===== config.mk =====
export PLATFORM = sky130hd
export DESIGN_NAME = video_gen
export DESIGN_NICKNAME = d
export VERILOG_FILES = /design/src/hdl/video_pkg.sv /design/src/hdl/video_regs.sv /design/src/hdl/video_timing.sv /design/src/hdl/fetch_addr_gen.sv /design/src/hdl/reg_readback.sv /design/src/hdl/video_output.sv /design/src/hdl/video_gen.sv
export SDC_FILE = /design/constraint.sdc
export NUM_CORES = 1
export LEC_CHECK = 0
export ABC_AREA = 1
export BUFFER_PORTS_ARGS = -buffer_cell sky130_fd_sc_hd__buf_2
export CORE_MARGIN = 4
export CORE_UTILIZATION = 40
export CTS_CLUSTER_DIAMETER = 30
export DETAILED_ROUTE_END_ITERATION = 12
export PLACE_DENSITY = 0.71
export SLEW_MARGIN = 20
export SYNTH_ARGS = -nofsm -noshare
export SYNTH_HDL_FRONTEND = slang
export SYNTH_SLANG_ARGS = --single-unit

===== constraint.sdc =====
create_clock -name clk -period 2.1 [get_ports clk]
set_input_delay 0.63 -clock clk [delete_from_list [all_inputs] [get_ports clk]]
set_output_delay 0.63 -clock clk [all_outputs]
set_load 0.01 [all_outputs]

===== src/hdl/video_pkg.sv =====
// Video scan generator definitions
`default_nettype none

package video_pkg;

    localparam int WORD_W = 16;                     // register and memory word width

    typedef logic [WORD_W-1:0] word_t;
    typedef logic [15:0]       addr_t;              // display memory word address
    typedef logic [7:0]        color_t;             // palette index
    typedef logic [5:0]        reg_num_t;

    // horizontal line: front porch, sync, back porch, visible
    localparam int H_FRONT     = 4;
    localparam int H_SYNC      = 8;
    localparam int H_BACK      = 4;
    localparam int H_VISIBLE   = 32;
    localparam int H_OFFSCREEN = H_FRONT + H_SYNC + H_BACK;
    localparam int H_TOTAL     = H_OFFSCREEN + H_VISIBLE;

    // vertical frame, same order in lines
    localparam int V_FRONT     = 2;
    localparam int V_SYNC      = 2;
    localparam int V_BACK      = 2;
    localparam int V_VISIBLE   = 8;
    localparam int V_OFFSCREEN = V_FRONT + V_SYNC + V_BACK;
    localparam int V_TOTAL     = V_OFFSCREEN + V_VISIBLE;

    localparam int H_W = $clog2(H_TOTAL);
    localparam int V_W = $clog2(V_TOTAL);

    typedef logic [H_W-1:0] hres_t;
    typedef logic [V_W-1:0] vres_t;

    localparam logic HSYNC_ACTIVE = 1'b1;
    localparam logic VSYNC_ACTIVE = 1'b1;

    localparam int FETCH_LEAD  = 4;                 // window opens this early
    localparam int FETCH_TRIM  = 2;                 // and closes this early
    localparam int FETCH_BEGIN = H_OFFSCREEN - FETCH_LEAD;
    localparam int FETCH_END   = H_TOTAL - FETCH_TRIM;

    localparam color_t BORDER_RESET   = 8'h08;      // dark grey
    localparam word_t  LINE_LEN_RESET = 16'd8;

    typedef enum logic [5:0] {
        XR_VID_CTRL     = 6'h00,
        XR_SCANLINE     = 6'h03,
        XR_VID_LEFT     = 6'h04,
        XR_VID_RIGHT    = 6'h05,
        XR_PA_GFX_CTRL  = 6'h10,
        XR_PA_DISP_ADDR = 6'h12,
        XR_PA_LINE_LEN  = 6'h13,
        XR_PA_LINE_ADDR = 6'h16
    } xr_reg_t;

    typedef struct packed {
        hres_t h_count;
        vres_t v_count;
        logic  h_visible;
        logic  v_visible;
        logic  end_of_line;
        logic  end_of_frame;
        logic  end_of_visible;
        logic  hsync;
        logic  vsync;
    } scan_t;

    typedef struct packed {
        color_t border_color;
        hres_t  vid_left;
        hres_t  vid_right;
    } vid_cfg_t;

    typedef struct packed {
        logic   blank;
        color_t colorbase;
        addr_t  start_addr;
        word_t  line_len;
        addr_t  line_set_addr;
        logic   line_set;                           // one cycle after LINE_ADDR write
    } pf_cfg_t;

endpackage

`default_nettype wire


===== src/hdl/video_regs.sv =====
// Video register decode and storage
`default_nettype none
`timescale 1ns/1ps

module video_regs
    import video_pkg::*;
(
    input  wire logic       clk,
    input  wire logic       reset_i,
    input  wire logic       reg_wr_i,               // register write strobe
    input  wire reg_num_t   reg_num_i,
    input  wire word_t      reg_data_i,
    output vid_cfg_t        vid_cfg_o,
    output pf_cfg_t         pf_cfg_o
);

    always_ff @(posedge clk) begin
        if (reset_i) begin
            vid_cfg_o.border_color  <= BORDER_RESET;
            vid_cfg_o.vid_left      <= '0;
            vid_cfg_o.vid_right     <= hres_t'(H_VISIBLE);  // full width window

            pf_cfg_o.blank          <= 1'b1;        // playfield starts blanked
            pf_cfg_o.colorbase      <= '0;
            pf_cfg_o.start_addr     <= '0;
            pf_cfg_o.line_len       <= LINE_LEN_RESET;
            pf_cfg_o.line_set_addr  <= '0;
            pf_cfg_o.line_set       <= 1'b0;
        end else begin
            pf_cfg_o.line_set       <= 1'b0;        // strobe only

            if (reg_wr_i) begin
                case (reg_num_i)
                    XR_VID_CTRL: begin
                        vid_cfg_o.border_color <= reg_data_i[7:0];
                    end
                    XR_VID_LEFT: begin
                        vid_cfg_o.vid_left <= hres_t'(reg_data_i);
                    end
                    XR_VID_RIGHT: begin
                        vid_cfg_o.vid_right <= hres_t'(reg_data_i);
                    end
                    XR_PA_GFX_CTRL: begin
                        // bitmap, depth and repeat bits are not kept
                        pf_cfg_o.colorbase <= reg_data_i[15:8];
                        pf_cfg_o.blank     <= reg_data_i[7];
                    end
                    XR_PA_DISP_ADDR: begin
                        pf_cfg_o.start_addr <= addr_t'(reg_data_i);
                    end
                    XR_PA_LINE_LEN: begin
                        pf_cfg_o.line_len <= reg_data_i;
                    end
                    XR_PA_LINE_ADDR: begin
                        pf_cfg_o.line_set_addr <= addr_t'(reg_data_i);
                        pf_cfg_o.line_set      <= 1'b1;
                    end
                    default: begin
                    end
                endcase
            end
        end
    end

endmodule

`default_nettype wire


===== src/hdl/video_timing.sv =====
// Raster scan counters
`default_nettype none
`timescale 1ns/1ps

module video_timing
    import video_pkg::*;
(
    input  wire logic   clk,
    input  wire logic   reset_i,
    output scan_t       scan_o
);

    hres_t  h_next;
    vres_t  v_next;

    // all flags for a given position, so they register together with the count
    function automatic scan_t scan_at(input hres_t h, input vres_t v);
        scan_t s;
        s.h_count        = h;
        s.v_count        = v;
        s.h_visible      = (h >= hres_t'(H_OFFSCREEN));
        s.v_visible      = (v >= vres_t'(V_OFFSCREEN));
        s.end_of_line    = (h == hres_t'(H_TOTAL - 1));
        s.end_of_frame   = s.end_of_line && (v == vres_t'(V_TOTAL - 1));
        s.end_of_visible = s.end_of_line && (v == vres_t'(V_OFFSCREEN + V_VISIBLE - 1));
        if (h >= hres_t'(H_FRONT) && h < hres_t'(H_FRONT + H_SYNC)) begin
            s.hsync = HSYNC_ACTIVE;
        end else begin
            s.hsync = ~HSYNC_ACTIVE;
        end
        if (v >= vres_t'(V_FRONT) && v < vres_t'(V_FRONT + V_SYNC)) begin
            s.vsync = VSYNC_ACTIVE;
        end else begin
            s.vsync = ~VSYNC_ACTIVE;
        end
        return s;
    endfunction

    always_comb begin
        h_next = scan_o.h_count + 1'b1;
        v_next = scan_o.v_count;
        if (scan_o.end_of_line) begin
            h_next = '0;                            // wrap line
            v_next = scan_o.v_count + 1'b1;
            if (scan_o.end_of_frame) begin
                v_next = '0;                        // wrap frame
            end
        end
    end

    always_ff @(posedge clk) begin
        if (reset_i) begin
            scan_o <= scan_at('0, '0);
        end else begin
            scan_o <= scan_at(h_next, v_next);
        end
    end

endmodule

`default_nettype wire


===== src/hdl/fetch_addr_gen.sv =====
// Display memory fetch address generator
`default_nettype none
`timescale 1ns/1ps

module fetch_addr_gen
    import video_pkg::*;
(
    input  wire logic       clk,
    input  wire logic       reset_i,
    input  wire scan_t      scan_i,
    input  wire pf_cfg_t    pf_cfg_i,
    output logic            vram_sel_o,             // fetch window, one cycle behind scan
    output addr_t           vram_addr_o
);

    addr_t  line_addr;                              // first word of the coming line
    logic   set_pending;                            // LINE_ADDR written this line
    logic   fetch_next;

    always_comb begin
        fetch_next = scan_i.v_visible && !pf_cfg_i.blank &&
                     (scan_i.h_count >= hres_t'(FETCH_BEGIN)) &&
                     (scan_i.h_count <= hres_t'(FETCH_END));
    end

    always_ff @(posedge clk) begin
        if (reset_i) begin
            vram_sel_o  <= 1'b0;
            line_addr   <= '0;
            set_pending <= 1'b0;
        end else begin
            vram_sel_o  <= fetch_next;
            set_pending <= (set_pending | pf_cfg_i.line_set) & ~scan_i.end_of_line;

            if (scan_i.end_of_line) begin
                if (set_pending || pf_cfg_i.line_set) begin
                    line_addr <= pf_cfg_i.line_set_addr;    // user address takes the next line
                end else if (scan_i.end_of_frame) begin
                    line_addr <= pf_cfg_i.start_addr;
                end else if (scan_i.v_visible) begin
                    line_addr <= line_addr + addr_t'(pf_cfg_i.line_len);
                end
            end
        end
    end

    // first window cycle carries the line address, then walks up
    always_ff @(posedge clk) begin
        if (vram_sel_o) begin
            vram_addr_o <= vram_addr_o + 1'b1;
        end else begin
            vram_addr_o <= line_addr;
        end
    end

endmodule

`default_nettype wire


===== src/hdl/reg_readback.sv =====
// Register read-back mux
`default_nettype none
`timescale 1ns/1ps

module reg_readback
    import video_pkg::*;
(
    input  wire logic       clk,
    input  wire reg_num_t   reg_num_i,
    input  wire vid_cfg_t   vid_cfg_i,
    input  wire pf_cfg_t    pf_cfg_i,
    input  wire scan_t      scan_i,
    output word_t           reg_data_o              // valid one cycle after reg_num_i
);

    word_t  rd_word;

    always_comb begin
        rd_word = '0;
        case (reg_num_i)
            XR_VID_CTRL:     rd_word = {8'h00, vid_cfg_i.border_color};
            XR_SCANLINE:     rd_word = word_t'(scan_i.v_count);
            XR_VID_LEFT:     rd_word = word_t'(vid_cfg_i.vid_left);
            XR_VID_RIGHT:    rd_word = word_t'(vid_cfg_i.vid_right);
            XR_PA_GFX_CTRL:  rd_word = {pf_cfg_i.colorbase, pf_cfg_i.blank, 7'b0};
            XR_PA_DISP_ADDR: rd_word = word_t'(pf_cfg_i.start_addr);
            XR_PA_LINE_LEN:  rd_word = pf_cfg_i.line_len;
            default:         rd_word = '0;          // LINE_ADDR is write only
        endcase
    end

    always_ff @(posedge clk) begin
        reg_data_o <= rd_word;
    end

endmodule

`default_nettype wire


===== src/hdl/video_output.sv =====
// Colour index and video signal outputs
`default_nettype none
`timescale 1ns/1ps

module video_output
    import video_pkg::*;
(
    input  wire logic       clk,
    input  wire logic       reset_i,
    input  wire scan_t      scan_i,
    input  wire vid_cfg_t   vid_cfg_i,
    input  wire pf_cfg_t    pf_cfg_i,
    output color_t          colora_index_o,
    output logic            h_blank_o,
    output logic            v_blank_o,
    output logic            hsync_o,
    output logic            vsync_o,
    output logic            dv_de_o,
    output logic            video_intr_o            // vblank pulse
);

    hres_t  h_pos;                                  // position within visible area
    logic   visible;
    logic   in_window;

    always_comb begin
        h_pos     = scan_i.h_count - hres_t'(H_OFFSCREEN);
        visible   = scan_i.h_visible && scan_i.v_visible;
        in_window = (h_pos >= vid_cfg_i.vid_left) && (h_pos < vid_cfg_i.vid_right);
    end

    always_ff @(posedge clk) begin
        if (reset_i) begin
            colora_index_o <= '0;
            h_blank_o      <= 1'b1;
            v_blank_o      <= 1'b1;
            hsync_o        <= ~HSYNC_ACTIVE;
            vsync_o        <= ~VSYNC_ACTIVE;
            dv_de_o        <= 1'b0;
            video_intr_o   <= 1'b0;
        end else begin
            if (!visible) begin
                colora_index_o <= '0;
            end else if (in_window && !pf_cfg_i.blank) begin
                colora_index_o <= pf_cfg_i.colorbase;
            end else begin
                colora_index_o <= vid_cfg_i.border_color;   // border or blanked playfield
            end
            h_blank_o    <= ~scan_i.h_visible;
            v_blank_o    <= ~scan_i.v_visible;
            hsync_o      <= scan_i.hsync;
            vsync_o      <= scan_i.vsync;
            dv_de_o      <= visible;
            video_intr_o <= scan_i.end_of_visible;
        end
    end

endmodule

`default_nettype wire


===== src/hdl/video_gen.sv =====
// Video scan generator top level
`default_nettype none
`timescale 1ns/1ps

module video_gen
    import video_pkg::*;
(
    input  wire logic       clk,
    input  wire logic       reset_i,
    input  wire logic       reg_wr_i,
    input  wire reg_num_t   reg_num_i,
    input  wire word_t      reg_data_i,
    output word_t           reg_data_o,
    output logic            vram_sel_o,
    output addr_t           vram_addr_o,
    output color_t          colora_index_o,
    output logic            h_blank_o,
    output logic            v_blank_o,
    output logic            hsync_o,
    output logic            vsync_o,
    output logic            dv_de_o,
    output logic            video_intr_o
);

    scan_t      scan;
    vid_cfg_t   vid_cfg;
    pf_cfg_t    pf_cfg;

    video_regs video_regs_inst (
        .clk        (clk),
        .reset_i    (reset_i),
        .reg_wr_i   (reg_wr_i),
        .reg_num_i  (reg_num_i),
        .reg_data_i (reg_data_i),
        .vid_cfg_o  (vid_cfg),
        .pf_cfg_o   (pf_cfg)
    );

    video_timing video_timing_inst (
        .clk        (clk),
        .reset_i    (reset_i),
        .scan_o     (scan)
    );

    fetch_addr_gen fetch_addr_gen_inst (
        .clk         (clk),
        .reset_i     (reset_i),
        .scan_i      (scan),
        .pf_cfg_i    (pf_cfg),
        .vram_sel_o  (vram_sel_o),
        .vram_addr_o (vram_addr_o)
    );

    reg_readback reg_readback_inst (
        .clk        (clk),
        .reg_num_i  (reg_num_i),
        .vid_cfg_i  (vid_cfg),
        .pf_cfg_i   (pf_cfg),
        .scan_i     (scan),
        .reg_data_o (reg_data_o)
    );

    video_output video_output_inst (
        .clk            (clk),
        .reset_i        (reset_i),
        .scan_i         (scan),
        .vid_cfg_i      (vid_cfg),
        .pf_cfg_i       (pf_cfg),
        .colora_index_o (colora_index_o),
        .h_blank_o      (h_blank_o),
        .v_blank_o      (v_blank_o),
        .hsync_o        (hsync_o),
        .vsync_o        (vsync_o),
        .dv_de_o        (dv_de_o),
        .video_intr_o   (video_intr_o)
    );

endmodule

`default_nettype wire


## Word level (Yosys, flattened, before mapping)

Index checks and enable logic that the tools add are counted.

| operators by class | value |
|---|---|
| $lt $le $gt $ge | 10 |
| reduce and logical (&&, ||, !) cells | 23 |
| add/subtract/negate cells | 5 |
| equality and inequality tests | 9 |
| mux-type cells | 12 |
| bitwise logic cells | 7 |

Operators with widths:

| operator | number |
|---|---|
| $pmux 16 s7 | 1 |
| $mux 16 | 4 |
| $eq 6x5->1 const B | 4 |
| $add 16x1->16 const B | 1 |
| $add 16x16->16 | 1 |
| $reduce_and 2->1 | 8 |
| $eq 6x3->1 const B | 2 |
| $logic_and 1x1->1 | 9 |
| $mux 4 | 2 |
| $mux 8 | 1 |
| $add 6x1->6 const B | 1 |
| $eq 6x2->1 const B | 1 |
| $eq 6x6->1 const B | 1 |
| $ge 6x3->1 const B | 1 |
| $ge 6x4->1 const B | 1 |
| $ge 6x5->1 const B | 1 |
| $ge 6x6->1 | 1 |
| $le 6x6->1 const B | 1 |
| $logic_not 6->1 | 1 |
| $lt 6x4->1 const B | 1 |
| $lt 6x6->1 | 1 |
| $mux 6 | 1 |
| $sub 6x5->6 const B | 1 |
| $not 1->1 | 5 |
| other kinds (12) | 15 |

| storage, ports and cells | value |
|---|---|
| output and inout bits | 47 |
| bits in registers | 158 |
| word-level logic and storage cells | 95 |
| input port bits | 25 |

## Longest topological paths before layout

Gate-level depths: netlist of the first run.

| depth | value |
|---|---|
| word-level depth | 6 |
| depth in mapped cells | 13 |
| depth with buffers taken out | 12 |

## By module

From an unflattened synthesis of the first run, not the netlist that was laid out.

| second synthesis, totals | value |
|---|---|
| cells, all modules | 1264 |
| area total of the unflattened synthesis | 8423.1 µm² |

Modules (own cells, without submodules):

| module | seq. area each (µm²) | cells each | area each (µm²) | times used |
|---|---|---|---|---|
| video_regs | 1561.5 | 466 | 3278.1 | 1 |
| fetch_addr_gen | 680.7 | 419 | 2585.0 | 1 |
| reg_readback | 320.3 | 160 | 989.7 | 1 |
| video_output | 280.3 | 124 | 875.8 | 1 |
| video_timing | 320.3 | 95 | 694.4 | 1 |

## Least setup slack after synthesis of the first run

Ideal clock, no wire load.

| timing | value |
|---|---|
| path type | register -> register |
| from | register video_timing_inst.scan_o[15] in the netlist's numbering |
| to | register video_output_inst.colora_index_o[5] |
| arrival | 1.923 ns |
| cell stages (with the launch flop) | 13 |
| path slack | 0.064 ns |
| period minus slack after synthesis | 2.036 ns |
| path buffers | 1 |
| setup time | 0.113 ns |
| data required time | 1.987 ns |
| path through | dfxtp_1 inv_1 ha_1 inv_1 ha_1 a21oi_1 o21a_1 nand3_1 nand3b_1 buf_2 nand2_1 nand2_1 nor2_1 |

| between the ends | value |
|---|---|
| word-level cells in the longest chain between the ends | 5 |
| elaborated cells between the ends (all ways) | 6 |
| classes of those cells | 1 x add/sub; 2 x order compare; 1 x mux; 2 x reduce/logical |

RTL lines:

| what | line | RTL |
|---|---|---|
| start: declaration | video_timing.sv:10 | `output scan_t scan_o` |
| start signal: assignment | video_timing.sv:53 | `scan_o <= scan_at('0, '0);` |
| start signal: assignment | video_timing.sv:55 | `scan_o <= scan_at(h_next, v_next);` |
| $sub 6x5->6 (*) | video_output.sv:27 | `h_pos = scan_i.h_count - hres_t'(H_OFFSCREEN);` |
| $ge 6x6->1 / $lt 6x6->1 (equally long branches) | video_output.sv:29 | `in_window = (h_pos >= vid_cfg_i.vid_left) && (h_pos < vid_cfg_i.vid_right);` |
| $logic_and 1x1->1 (*) | video_output.sv:29 |  |
| $logic_and 1x1->1 (*) | video_output.sv:44 | `end else if (in_window && !pf_cfg_i.blank) begin` |
| $mux 8 (*) | video_output.sv:44 |  |
| end signal: assignment | video_output.sv:45 | `colora_index_o <= pf_cfg_i.colorbase;` |
| end signal: assignment | video_output.sv:47 | `colora_index_o <= vid_cfg_i.border_color;` |
| end: declaration | video_output.sv:13 | `output color_t colora_index_o,` |

Every way passes the cells marked *; elsewhere a longest branch is shown, timed or not.
A chain may end at the register's enable or synchronous reset.

## Final worst setup path of the first run

| timing | value |
|---|---|
| from | register video_timing_inst.scan_o[15] in the netlist's numbering |
| to | register video_output_inst.colora_index_o[0] |

Same word-level chain as after synthesis.

==> run_results.csv, run 1 <==
group,metric,value,unit
routing,wirelength,19.8,mm
routing,first_pass_iters,5,
timing,drv_slew,0,
clocking,hold_buffers,0,
global_route,grt_max_degree,93,
floorplan,core,18300,um^2
yosys,ys_seq_area_frac,0.419,
place,hpwl,14.6,mm
routing,drt_iter0_drc,535,
setup_path,required,2.47,ns
power,power_density,723,nW/um^2
timing,period_needed,1.98,ns
clocking,clockBufferDepth,2,
floorplan,initial_core_util,0.413,
yosys,yosysTopAreaCell,"dfxtp_1",
timing,finalSetupTns,0,ns
global_route,grt_pass1_vias,6436,
setup_path,cp_slowest_stage_delay,0.35,ns
yosys,ys_warn_count,0,
power,power,6.39,mW
layout,drive_above_1_share,0.151,
yosys,avgSynthCellArea,7.23,um^2
floorplan,num_rows,49,
layout,multiInputGateArea,3770,um^2
routing,viasPerCell,5.08,
yosys,syn-num-nets,1104,
power,ir_drop,0.000567,V
clocking,worstSkewPairLatency,0.43,ns
clocking,cts_root_buffer,"clkbuf_16",
place,portBuffers,71,
place,dpl-instance-area,8170,um^2
power,sequentialPowerShare,0.474,
routing,num_vias,6904,
layout,num-nets-final,1177,
setup_path,cp-startpoint,"video_timing_inst.scan_o[15]",
yosys,synthesis.area,7550,um^2
global_route,antenna_found_initial,0,
power,power_frac_clock,0.493,
layout,regArea,3170,um^2
timing,hold_violations,0,
timing,max_clock_freq,0.505,GHz
yosys,synth_edf_count,0,
timing,min_period_over_period,0.944,
setup_path,arrival,2.35,ns
clocking,cts_made_buffers,17,
routing,drc,0,
routing,routedWlPerCell,14.6,um
layout,fin_util,0.484,
worst_hold_path,worstHoldStart,"video_timing_inst.scan_o[1]",
yosys,async_flop_share,0,
setup_path,crit_buf_inv,4,
floorplan,top_level_ports,72,
layout,nFillCells,1824,
outcome,outcome,"completed",
timing,setup_viol,0,
floorplan,die_w,145,um
layout,design_area,8850,um^2
clocking,cts_sinks,158,
setup_path,crit_path_end_kind,"register",
floorplan,design.die.area,21100,um^2
layout,diodes,0,
worst_hold_path,hold_path_class,"register to register",
place,gp_congestion,0.858,
global_route,grt_pass1_wl,32.4,mm
setup_path,crit_fanout,8,
routing,ant_nets,0,
power,intPower,4.88,mW
setup_path,crit_type,"register to register",
layout,syn2layout_area_growth,17.2,%
timing,max_slew.worst_pin.slew,0.573,ns
timing,setup_ws,0.119,ns
timing,fin_skew,0.00924,ns
run,maxCapViolations,0,
floorplan,fp.dieH,145,um
setup_path,startpoint_type,"register",
setup_path,regToRegStartpoint,"video_timing_inst.scan_o[15]",
yosys,ys_ff_latch,158,
clocking,cts_tree,"built",
timing,max_slew_margin,0.618,
power,leakage,4.08,nW
yosys,synthCells,1044,
power,swShare,0.237,
yosys,synth_top_area_frac,0.419,
place,pre_cts_ws,0.0806,ns
yosys,ys_types,43,
yosys,netlist_top_cells_area,"dfxtp_1 42%, nand2_1 10%, nor2_1 7.3%",
clocking,clkTransAtPathRegs,0.07,ns
power,comb_power_share,0.033,
global_route,grt-ovfl-total,0,
yosys,synth_top_flop_cell,"dfxtp_1",
power,power.switching,1.52,mW
setup_path,path_delay_family,"adder cells",
clocking,htreeDepth,4,
global_route,grt.total_usage,0.188,
setup_path,crit_chain,"inv_2 > ha_4 > inv_2 > ha_1 > a21oi_1 > o21ai_0 > a21oi_1 > nand3b_1 > buf_6 > buf_12 > nand2_1 > nand2_1 > nor2_1",
setup_path,slowest_stage,"dfxtp_2",
## cells by family (layout without fill, tap and decap cells)
family / after synthesis / in the layout / share of synthesized area
simple gates: 439 / 439 / 0.250
fa+ha+maj: 35 / 35 / 0.0590
buf+inv: 159 / 245 / 0.0850
xor+xnor: 17 / 17 / 0.0197
compound gates: 236 / 236 / 0.168
flops: 158 / 158 / 0.419
## final cells by class
cell class / instances / area share
multi-input cells: 727 / 0.426
inverters: 123 / 0.0525
clock buffers: 18 / 0.0485
well taps: 229 / 0.0324
repair buffers: 90 / 0.0629
clock inverters: 14 / 0.0197
flip-flops and latches: 158 / 0.358
## stage by stage
stage	hold WS, ns	cells
6_report	0.404	1359
4_1_cts	0.408	1356
3_5_place_dp	0.398	1324
3_3_place_gp	0.393	1324
2_1_floorplan	0.371	1044
5_1_grt	0.418	1359
## cells in the mapped netlist, types with 13 or more instances
library cell / count
nand2_1: 201
dfxtp_1: 158
nor2_1: 147
inv_1: 110
o21ai_0: 108
a21oi_1: 92
nand3_1: 39
ha_1: 34
clkbuf_1: 18
o211ai_1: 16
nor2_2: 13
## metal layers
metal	vias up	GRT usage	routed length (um)
li1	3548	-	-
met4	0	0.0475	284
met5	-	0	0
met2	204	0.283	8510
met3	26	0.0542	1440
met1	3126	0.265	9620
## layout by cell type (no fill, tap or decap), types with 3 or more instances in the layout
master / netlist / final
o211ai_1: 16 / 16
buf_2: 12 / 71
nor3_1: 12 / 12
nand2_2: 4 / 4
ha_1: 34 / 32
inv_8: 0 / 3
buf_4: 1 / 14
o21ai_0: 108 / 108
inv_2: 11 / 14
clkbuf_16: 0 / 18
o21ai_1: 4 / 4
nor2_1: 147 / 145
xor2_1: 12 / 12
nor2_2: 13 / 15
a31oi_1: 3 / 3
inv_6: 0 / 4
buf_12: 0 / 3
xnor2_1: 5 / 5
nand4_1: 6 / 6
nor2_4: 7 / 7
inv_1: 110 / 107
o22ai_1: 3 / 3
nand3_1: 39 / 39
a21oi_1: 92 / 92
dfxtp_1: 158 / 156
nand3b_1: 3 / 3
nand2_1: 201 / 201
## power by group through the flow
stage	sequential (mW)	clock (mW)	combinational (mW)
CTS	3.03	3.18	0.207
global placement	3.10	0	0.202
detailed placement	3.10	0	0.206
finish	3.03	3.15	0.211
global route	3.03	3.34	0.234
floorplan	3.09	0	0.115
## worst paths after layout
| kind | to | slack (ns) | cells past startpoint |
|---|---|---|---|
| max | video_output_inst.colora_index_o[0] | 0.12 | 13 |
| min | video_output_inst.hsync_o | 0.40 | 2 |
| max reg2reg | video_output_inst.colora_index_o[0] | 0.12 | 13 |
| min reg2reg | video_output_inst.hsync_o | 0.40 | 2 |
## worst min-delay path, cell delays in order (launching register included)
cell	delay (ns)
dfxtp_1	0.30
inv_1	0.04
nor2_1	0.03
## repair_timing
action / CTS / global route
buffers inserted: 0 / 2
endpoints found under the hold margin: 0 / 0
setup endpoints to repair: 0 / 8
gates resized for setup: 0 / 10
## flip-flops by register name, indices dropped and copies added (netlist names), 8 cells and up
name	cells
fetch_addr_gen_inst.vram_addr_o	16
video_regs_inst.vid_cfg_o	20
video_output_inst.colora_index_o	8
video_regs_inst.pf_cfg_o	58
reg_readback_inst.reg_data_o	16
fetch_addr_gen_inst.line_addr	16
video_timing_inst.scan_o	16
Note: power is estimated with default switching activity, not from simulation.
==> inputs of run 2 (changes only) <==
--- a/config.mk
+++ b/config.mk
@@ -5,12 +5,12 @@
 export SDC_FILE = /design/constraint.sdc
 export NUM_CORES = 1
 export LEC_CHECK = 0
-export ABC_AREA = 1
 export BUFFER_PORTS_ARGS = -buffer_cell sky130_fd_sc_hd__buf_2
 export CORE_MARGIN = 4
 export CORE_UTILIZATION = 40
 export CTS_CLUSTER_DIAMETER = 30
 export DETAILED_ROUTE_END_ITERATION = 12
+export GPL_TIMING_DRIVEN = 1
 export PLACE_DENSITY = 0.71
 export SLEW_MARGIN = 20
 export SYNTH_ARGS = -nofsm -noshare
==> run 2 against run 1 <==
  * The flow now finishes with violations (setup timing)
  * Design area grew 5.4%
  * Fmax shrank 9.7%
  * Die area shrank 0.47%
  * Sequential cell count is the same
  * Critical endpoint is now fetch_addr_gen_inst.line_addr[14]
  * Largest cell class unchanged
  * Highest routed layer unchanged
==> run_results.csv, run 2 <==
group,metric,value,unit
outcome,outcome,"complete, but fails checks",
outcome,violations,"setup timing",
yosys,ys_seq_area_frac,0.421,
setup_path,crit_buf_inv,0,
global_route,grt-ovfl-total,0,
layout,num-nets-final,1053,
yosys,ys_ff_latch,158,
floorplan,design.die.area,21000,um^2
routing,routedWlPerCell,16.7,um
layout,fin_cells,1234,
timing,setup_ws,-0.0954,ns
yosys,synth_xor_area_frac,0.0385,
yosys,netlist_top_cells_area,"dfxtp_1 42%, mux2i_1 7.1%, a21oi_1 5.9%",
timing,max_clock_freq,0.455,GHz
power,power_density,702,nW/um^2
power,ir_drop,0.000516,V
layout,layout_commonest_cell,"dfxtp_1",
timing,finalSetupTns,-0.154,ns
setup_path,required,2.45,ns
yosys,muxShareOfSynthArea,0.0736,
place,hpwl,15.0,mm
routing,num_vias,6756,
floorplan,initial_core_util,0.412,
yosys,synth_top_flop_cell,"dfxtp_1",
layout,syn2layout_area_growth,24.1,%
yosys,synth.most_common_cell,"dfxtp_1",
yosys,ys_warn_count,0,
timing,min_period_over_period,1.05,
clocking,worstSkewPairLatency,0.43,ns
layout,diodes,0,
setup_path,crit_fanout,4,
clocking,cts_root_buffer,"clkbuf_16",
yosys,synthCells,881,
power,power,6.55,mW
timing,max_slew.worst_pin.slew,0.491,ns
floorplan,top_level_ports,72,
yosys,yosys.area_share.simple,0.205,
yosys,synthesis.area,7510,um^2
place,dp_cells,1200,
floorplan,num_rows,49,
setup_path,cp_slowest_stage_delay,0.34,ns
timing,period_needed,2.20,ns
timing,drv_slew,0,
layout,largest_register_ffs,58,
timing,hold_violations,0,
floorplan,fp.dieH,145,um
yosys,avgSynthCellArea,8.53,um^2
yosys,synth_top_area_frac,0.421,
floorplan,die_w,145,um
routing,drt_iter0_drc,530,
place,portBuffers,71,
setup_path,startpoint_type,"register",
layout,nFillCells,1641,
place,gp_congestion,0.901,
global_route,grt_pass1_vias,6440,
timing,max_slew_margin,0.673,
floorplan,core,18200,um^2
yosys,synth.top_cells.by_count,"158 x dfxtp_1, 112 x nor2_1, 105 x nand2_1",
yosys,synth_edf_count,0,
yosys,synth_compound_area_frac,0.163,
yosys,ys_types,66,
yosys,synth_top_family_by_area,"simple AND/OR/NAND/NOR gates",
worst_hold_path,hold_path_class,"register to register",
routing,viasPerCell,5.47,
setup_path,arrival,2.54,ns
yosys,syn-num-nets,941,
layout,drive_above_1_share,0.216,
clocking,htreeDepth,4,
layout,design_area,9320,um^2
timing,rsz0062_at_grt,"true",
yosys,async_flop_share,0,
setup_path,crit_type,"register to register",
clocking,cts_sinks,158,
global_route,antenna_found_initial,0,
global_route,grt_pass1_wl,33.7,mm
clocking,cts_made_buffers,17,
routing,first_pass_iters,5,
place,dpl-instance-area,8510,um^2
timing,fin_skew,0.00857,ns
run,maxCapViolations,0,
clocking,clockBufferDepth,2,
layout,largestRegisters,"video_regs_inst.pf_cfg_o (58), video_regs_inst.vid_cfg_o (20)",
power,leakage,3.84,nW
setup_path,crit_chain,"ha_4 > fa_2 > a21o_2 > a31o_4 > a2111oi_4 > nor3_2 > xnor2_1 > a221oi_2",
layout,layout_common_cells,"154 x dfxtp_1, 111 x nor2_1, 104 x nand2_1",
setup_path,crit_path_end_kind,"register",
layout,largest-register,"video_regs_inst.pf_cfg_o",
setup_path,path_delay_family,"compound AO/OA/AOI/OAI gates",
clocking,clkTransAtPathRegs,0.07,ns
yosys,yosysTopAreaCell,"dfxtp_1",
setup_path,slowest_stage,"dfxtp_2",
global_route,grt.total_usage,0.195,
routing,drc,0,
routing,ant_nets,0,
routing,wirelength,20.7,mm
yosys,synthAdderAreaFrac,0.0593,
timing,setup_viol,3,
clocking,cts_tree,"built",
global_route,grt_max_degree,101,
place,pre_cts_ws,-0.142,ns
==> run 2: cell families after synthesis <==
| group | Yosys count |
|---|---|
| and+or+nand+nor | 333 |
| AOI/OAI and AO/OA | 195 |
| DFF | 158 |
| buffers and inverters | 72 |
| muxes | 55 |
| adders and majority gates | 35 |
| xor gates and xnor gates | 33 |
==> run 2: repair_timing <==
action / in CTS / in global routing
gates resized for setup: 21 / 23
setup endpoints to repair: 11 / 17
pin swaps: 11 / 11
hold buffers: 0 / 0
buffers inserted: 2 / 1
==> run 2: path summary, 6_finish.rpt <==
check,cells past startpoint,to,slack [ns],start
max,8,fetch_addr_gen_inst.line_addr[14],-0.1,video_regs_inst.pf_cfg_o[17]
min,1,video_output_inst.h_blank_o,0.40,video_timing_inst.scan_o[6]
max reg2reg,8,fetch_addr_gen_inst.line_addr[14],-0.1,video_regs_inst.pf_cfg_o[17]
min reg2reg,1,video_output_inst.h_blank_o,0.40,video_timing_inst.scan_o[6]
==> run 2: final cells by class <==
class	instances	area [um^2]	share of cell area
multi-input cells	651	4220	0.453
flip-flops and latches	158	3170	0.340
repair buffers	142	928	0.0996
clock buffers	18	439	0.0471
well taps	229	287	0.0307
clock inverters	13	190	0.0204
inverters	23	88.8	0.00953
==> run 2: worst reg2reg max path, cell delays in order, from the launching register on <==
cell and delay, ns:
dfxtp_2 0.34, ha_4 0.16, fa_2 0.34, a21o_2 0.24
a31o_4 0.24, a2111oi_4 0.31, nor3_2 0.09, xnor2_1 0.14
a221oi_2 0.24
==> run 2: per-layer routing <==
metal	vias to the layer above	share of wire	routed length (um)	global-route usage
met5	-	0	0	0
met4	0	0.022	456	0.0608
met3	31	0.059	1210	0.0452
met2	223	0.44	9120	0.296
met1	3185	0.48	9880	0.275
li1	3317	-	-	-
==> run 2: where the power goes <==
part           switching (mW)  leakage, nW  internal, mW
clock                    1.26        0.295          2.02
sequential             0.0157         1.28          3.01
combinational           0.153         2.27        0.0826
total                    1.43         3.84          5.11
==> run 2: through the flow <==
step / utilization / hold slack, ns
5_1_grt: 0.512 / 0.415
2_1_floorplan: - / 0.378
3_5_place_dp: 0.467 / 0.391
6_report: 0.512 / 0.397
3_3_place_gp: 0.467 / 0.394
4_1_cts: 0.508 / 0.401
==> inputs of run 3 (changes only) <==
--- a/config.mk
+++ b/config.mk
@@ -11,6 +11,7 @@
 export CTS_CLUSTER_DIAMETER = 30
 export DETAILED_ROUTE_END_ITERATION = 12
 export GPL_TIMING_DRIVEN = 1
+export MAX_ROUTING_LAYER = met4
 export PLACE_DENSITY = 0.71
 export SLEW_MARGIN = 20
 export SYNTH_ARGS = -nofsm -noshare
==> run 3 against run 2 <==
  * The flow still finishes with violations (setup timing)
  * Register-to-register slack about the same
  * Combinational power about the same
  * Via count up 0.96%
  * Die area unchanged
  * Largest power group unchanged
  * Power down 2.4%
  * Fmax up 0.65%
  * Clock-buffer cell count unchanged
  * Sequential cell count unchanged
  * Setup slack better by 0.014 ns
  * Wire length up 0.86%
  * Design area up 0.20%
  * First-iteration DRC count up 44%
==> run_results.csv, run 3 (same netlist as run 2, synthesis figures left out) <==
group,metric,value,unit
setup_path,crit_type,"register to register",
setup_path,startpoint_type,"register",
layout,regArea,3170,um^2
layout,design_area,9340,um^2
floorplan,initial_core_util,0.412,
clocking,worstSkewPairLatency,0.44,ns
global_route,grt_max_degree,101,
worst_hold_path,min_path_cells,1,
timing,drv_slew,0,
clocking,clkTransAtPathRegs,0.06,ns
power,comb_power_share,0.037,
worst_hold_path,hold_path_class,"register to register",
floorplan,die_w,145,um
layout,num-nets-final,1056,
place,dpl-instance-area,8500,um^2
place,portBuffers,71,
timing,setup_viol,2,
layout,layout_commonest_cell,"dfxtp_1",
power,power_density,684,nW/um^2
routing,ant_nets,0,
power,power,6.39,mW
timing,hold_violations,0,
timing,setup_ws,-0.0813,ns
power,leakage,3.85,nW
global_route,grt_pass1_vias,6430,
power,sequentialPowerShare,0.474,
global_route,grt-ovfl-total,0,
setup_path,crit_path_end_kind,"register",
layout,fin_cells,1238,
clocking,cts_root_buffer,"clkbuf_16",
layout,diodes,0,
layout,largest_register_ffs,58,
setup_path,reg2reg_setup_slack,-0.08,ns
worst_hold_path,min_to,"video_output_inst.h_blank_o",
place,dp_cells,1201,
layout,drive_above_1_share,0.221,
layout,nFillCells,1620,
layout,largestRegisters,"video_regs_inst.pf_cfg_o (58), video_regs_inst.vid_cfg_o (20)",
layout,largest-register,"video_regs_inst.pf_cfg_o",
clocking,cts_made_buffers,17,
outcome,outcome,"complete, but fails checks",
floorplan,core,18200,um^2
routing,drc,0,
power,power.switching,1.49,mW
global_route,antenna_found_initial,0,
layout,multiInputGateArea,4260,um^2
timing,max_slew_margin,0.661,
timing,max_clock_freq,0.458,GHz
power,ir_drop,0.000420,V
timing,period_needed,2.18,ns
timing,min_period_over_period,1.04,
floorplan,num_rows,49,
clocking,cts_tree,"built",
timing,rsz0062_at_grt,"true",
power,power_frac_clock,0.489,
timing,max_slew.worst_pin.slew,0.508,ns
floorplan,design.die.area,21000,um^2
clocking,htreeDepth,4,
routing,viasPerCell,5.51,
place,hpwl,15.1,mm
power,swShare,0.233,
power,intPower,4.90,mW
floorplan,top_level_ports,72,
setup_path,r2r_end,"fetch_addr_gen_inst.line_addr[14]",
global_route,grt_pass1_wl,33.9,mm
clocking,cts_sinks,158,
routing,drt_iter0_drc,761,
floorplan,fp.dieH,145,um
outcome,violations,"setup timing",
routing,first_pass_iters,6,
global_route,grt.total_usage,0.203,
clocking,clockBufferDepth,2,
layout,syn2layout_area_growth,24.4,%
setup_path,arrival,2.52,ns
layout,layout_common_cells,"154 x dfxtp_1, 111 x nor2_1, 104 x nand2_1",
layout,fin_util,0.513,
place,gp_congestion,0.893,
timing,finalSetupTns,-0.159,ns
setup_path,regToRegStartpoint,"fetch_addr_gen_inst.line_addr[0]",
setup_path,crit_fanout,4,
run,maxCapViolations,0,
worst_hold_path,worstHoldStart,"video_timing_inst.scan_o[6]",
routing,routedWlPerCell,16.8,um
routing,num_vias,6821,
setup_path,required,2.44,ns
setup_path,reg2reg_depth,8,
timing,fin_skew,0.00594,ns
routing,wirelength,20.8,mm
## run 3: cell count changes in the layout (fill, tap and decap cells not counted), sizes merged
cell / previous run / this run
buf: 142 / 145
inv: 24 / 27
bufinv: 4 / 2
clkinv: 4 / 6
clkinvlp: 4 / 2
## run 3: worst max-delay path by stage
stage	endpoint	slack, ns	startpoint
final	fetch_addr_gen_inst.line_addr[14]	-0.08	fetch_addr_gen_inst.line_addr[0]
after CTS	fetch_addr_gen_inst.line_addr[14]	-0.06	fetch_addr_gen_inst.line_addr[0]
after detailed placement	video_output_inst.colora_index_o[7]	-0.17	video_timing_inst.scan_o[16]
after floorplan	fetch_addr_gen_inst.line_addr[14]	-0.02	fetch_addr_gen_inst.line_addr[0]
after global placement	fetch_addr_gen_inst.line_addr[14]	-0.08	fetch_addr_gen_inst.line_addr[0]
after global routing	fetch_addr_gen_inst.line_addr[14]	-0.18	fetch_addr_gen_inst.line_addr[0]
## run 3: critical path, stage by stage (launching register included)
cell	delay, ns
dfxtp_2	0.34
ha_4	0.16
fa_2	0.34
a21o_4	0.21
a31o_4	0.24
a2111oi_4	0.30
nor3_2	0.10
xnor2_1	0.15
a221oi_1	0.25
## run 3: layer usage
layer,share of wire,track usage,vias up
li1,-,-,3346
met1,0.46,0.279,3195
met2,0.45,0.306,246
met3,0.065,0.0334,34
met4,0.019,0.0717,0
met5,0,-,-
## run 3: power groups by stage
stage	logic [mW]	clock network, mW	registers (mW)
floorplan	0.127	0	3.09
detailed placement	0.229	0	3.09
global placement	0.225	0	3.09
finish	0.239	3.12	3.03
CTS	0.232	3.17	3.03
global route	0.261	3.30	3.03
## run 3: timing repair
item / in CTS / in global routing
hold endpoints to repair: 0 / 0
pin swaps: 8 / 18
hold buffers: 0 / 0
setup buffers: 3 / 2
resized for setup: 25 / 26
setup endpoints to repair: 12 / 16
## run 3: through the flow
stage	hold WS, ns	worst slack [ns]
2_1_floorplan	0.378	-0.0237
3_3_place_gp	0.398	-0.0848
3_5_place_dp	0.396	-0.170
4_1_cts	0.413	-0.0645
5_1_grt	0.436	-0.179
6_report	0.413	-0.0813
## run 3: cell type report
| type | count | share of cell area |
|---|---|---|
| Clock buffer | 18 | 0.0470 |
| Clock inverter | 14 | 0.0170 |
| Inverter | 23 | 0.00951 |
| Multi-Input combinational cell | 651 | 0.456 |
| Sequential cell | 158 | 0.339 |
| Tap cell | 229 | 0.0307 |
| Timing Repair Buffer | 145 | 0.101 |
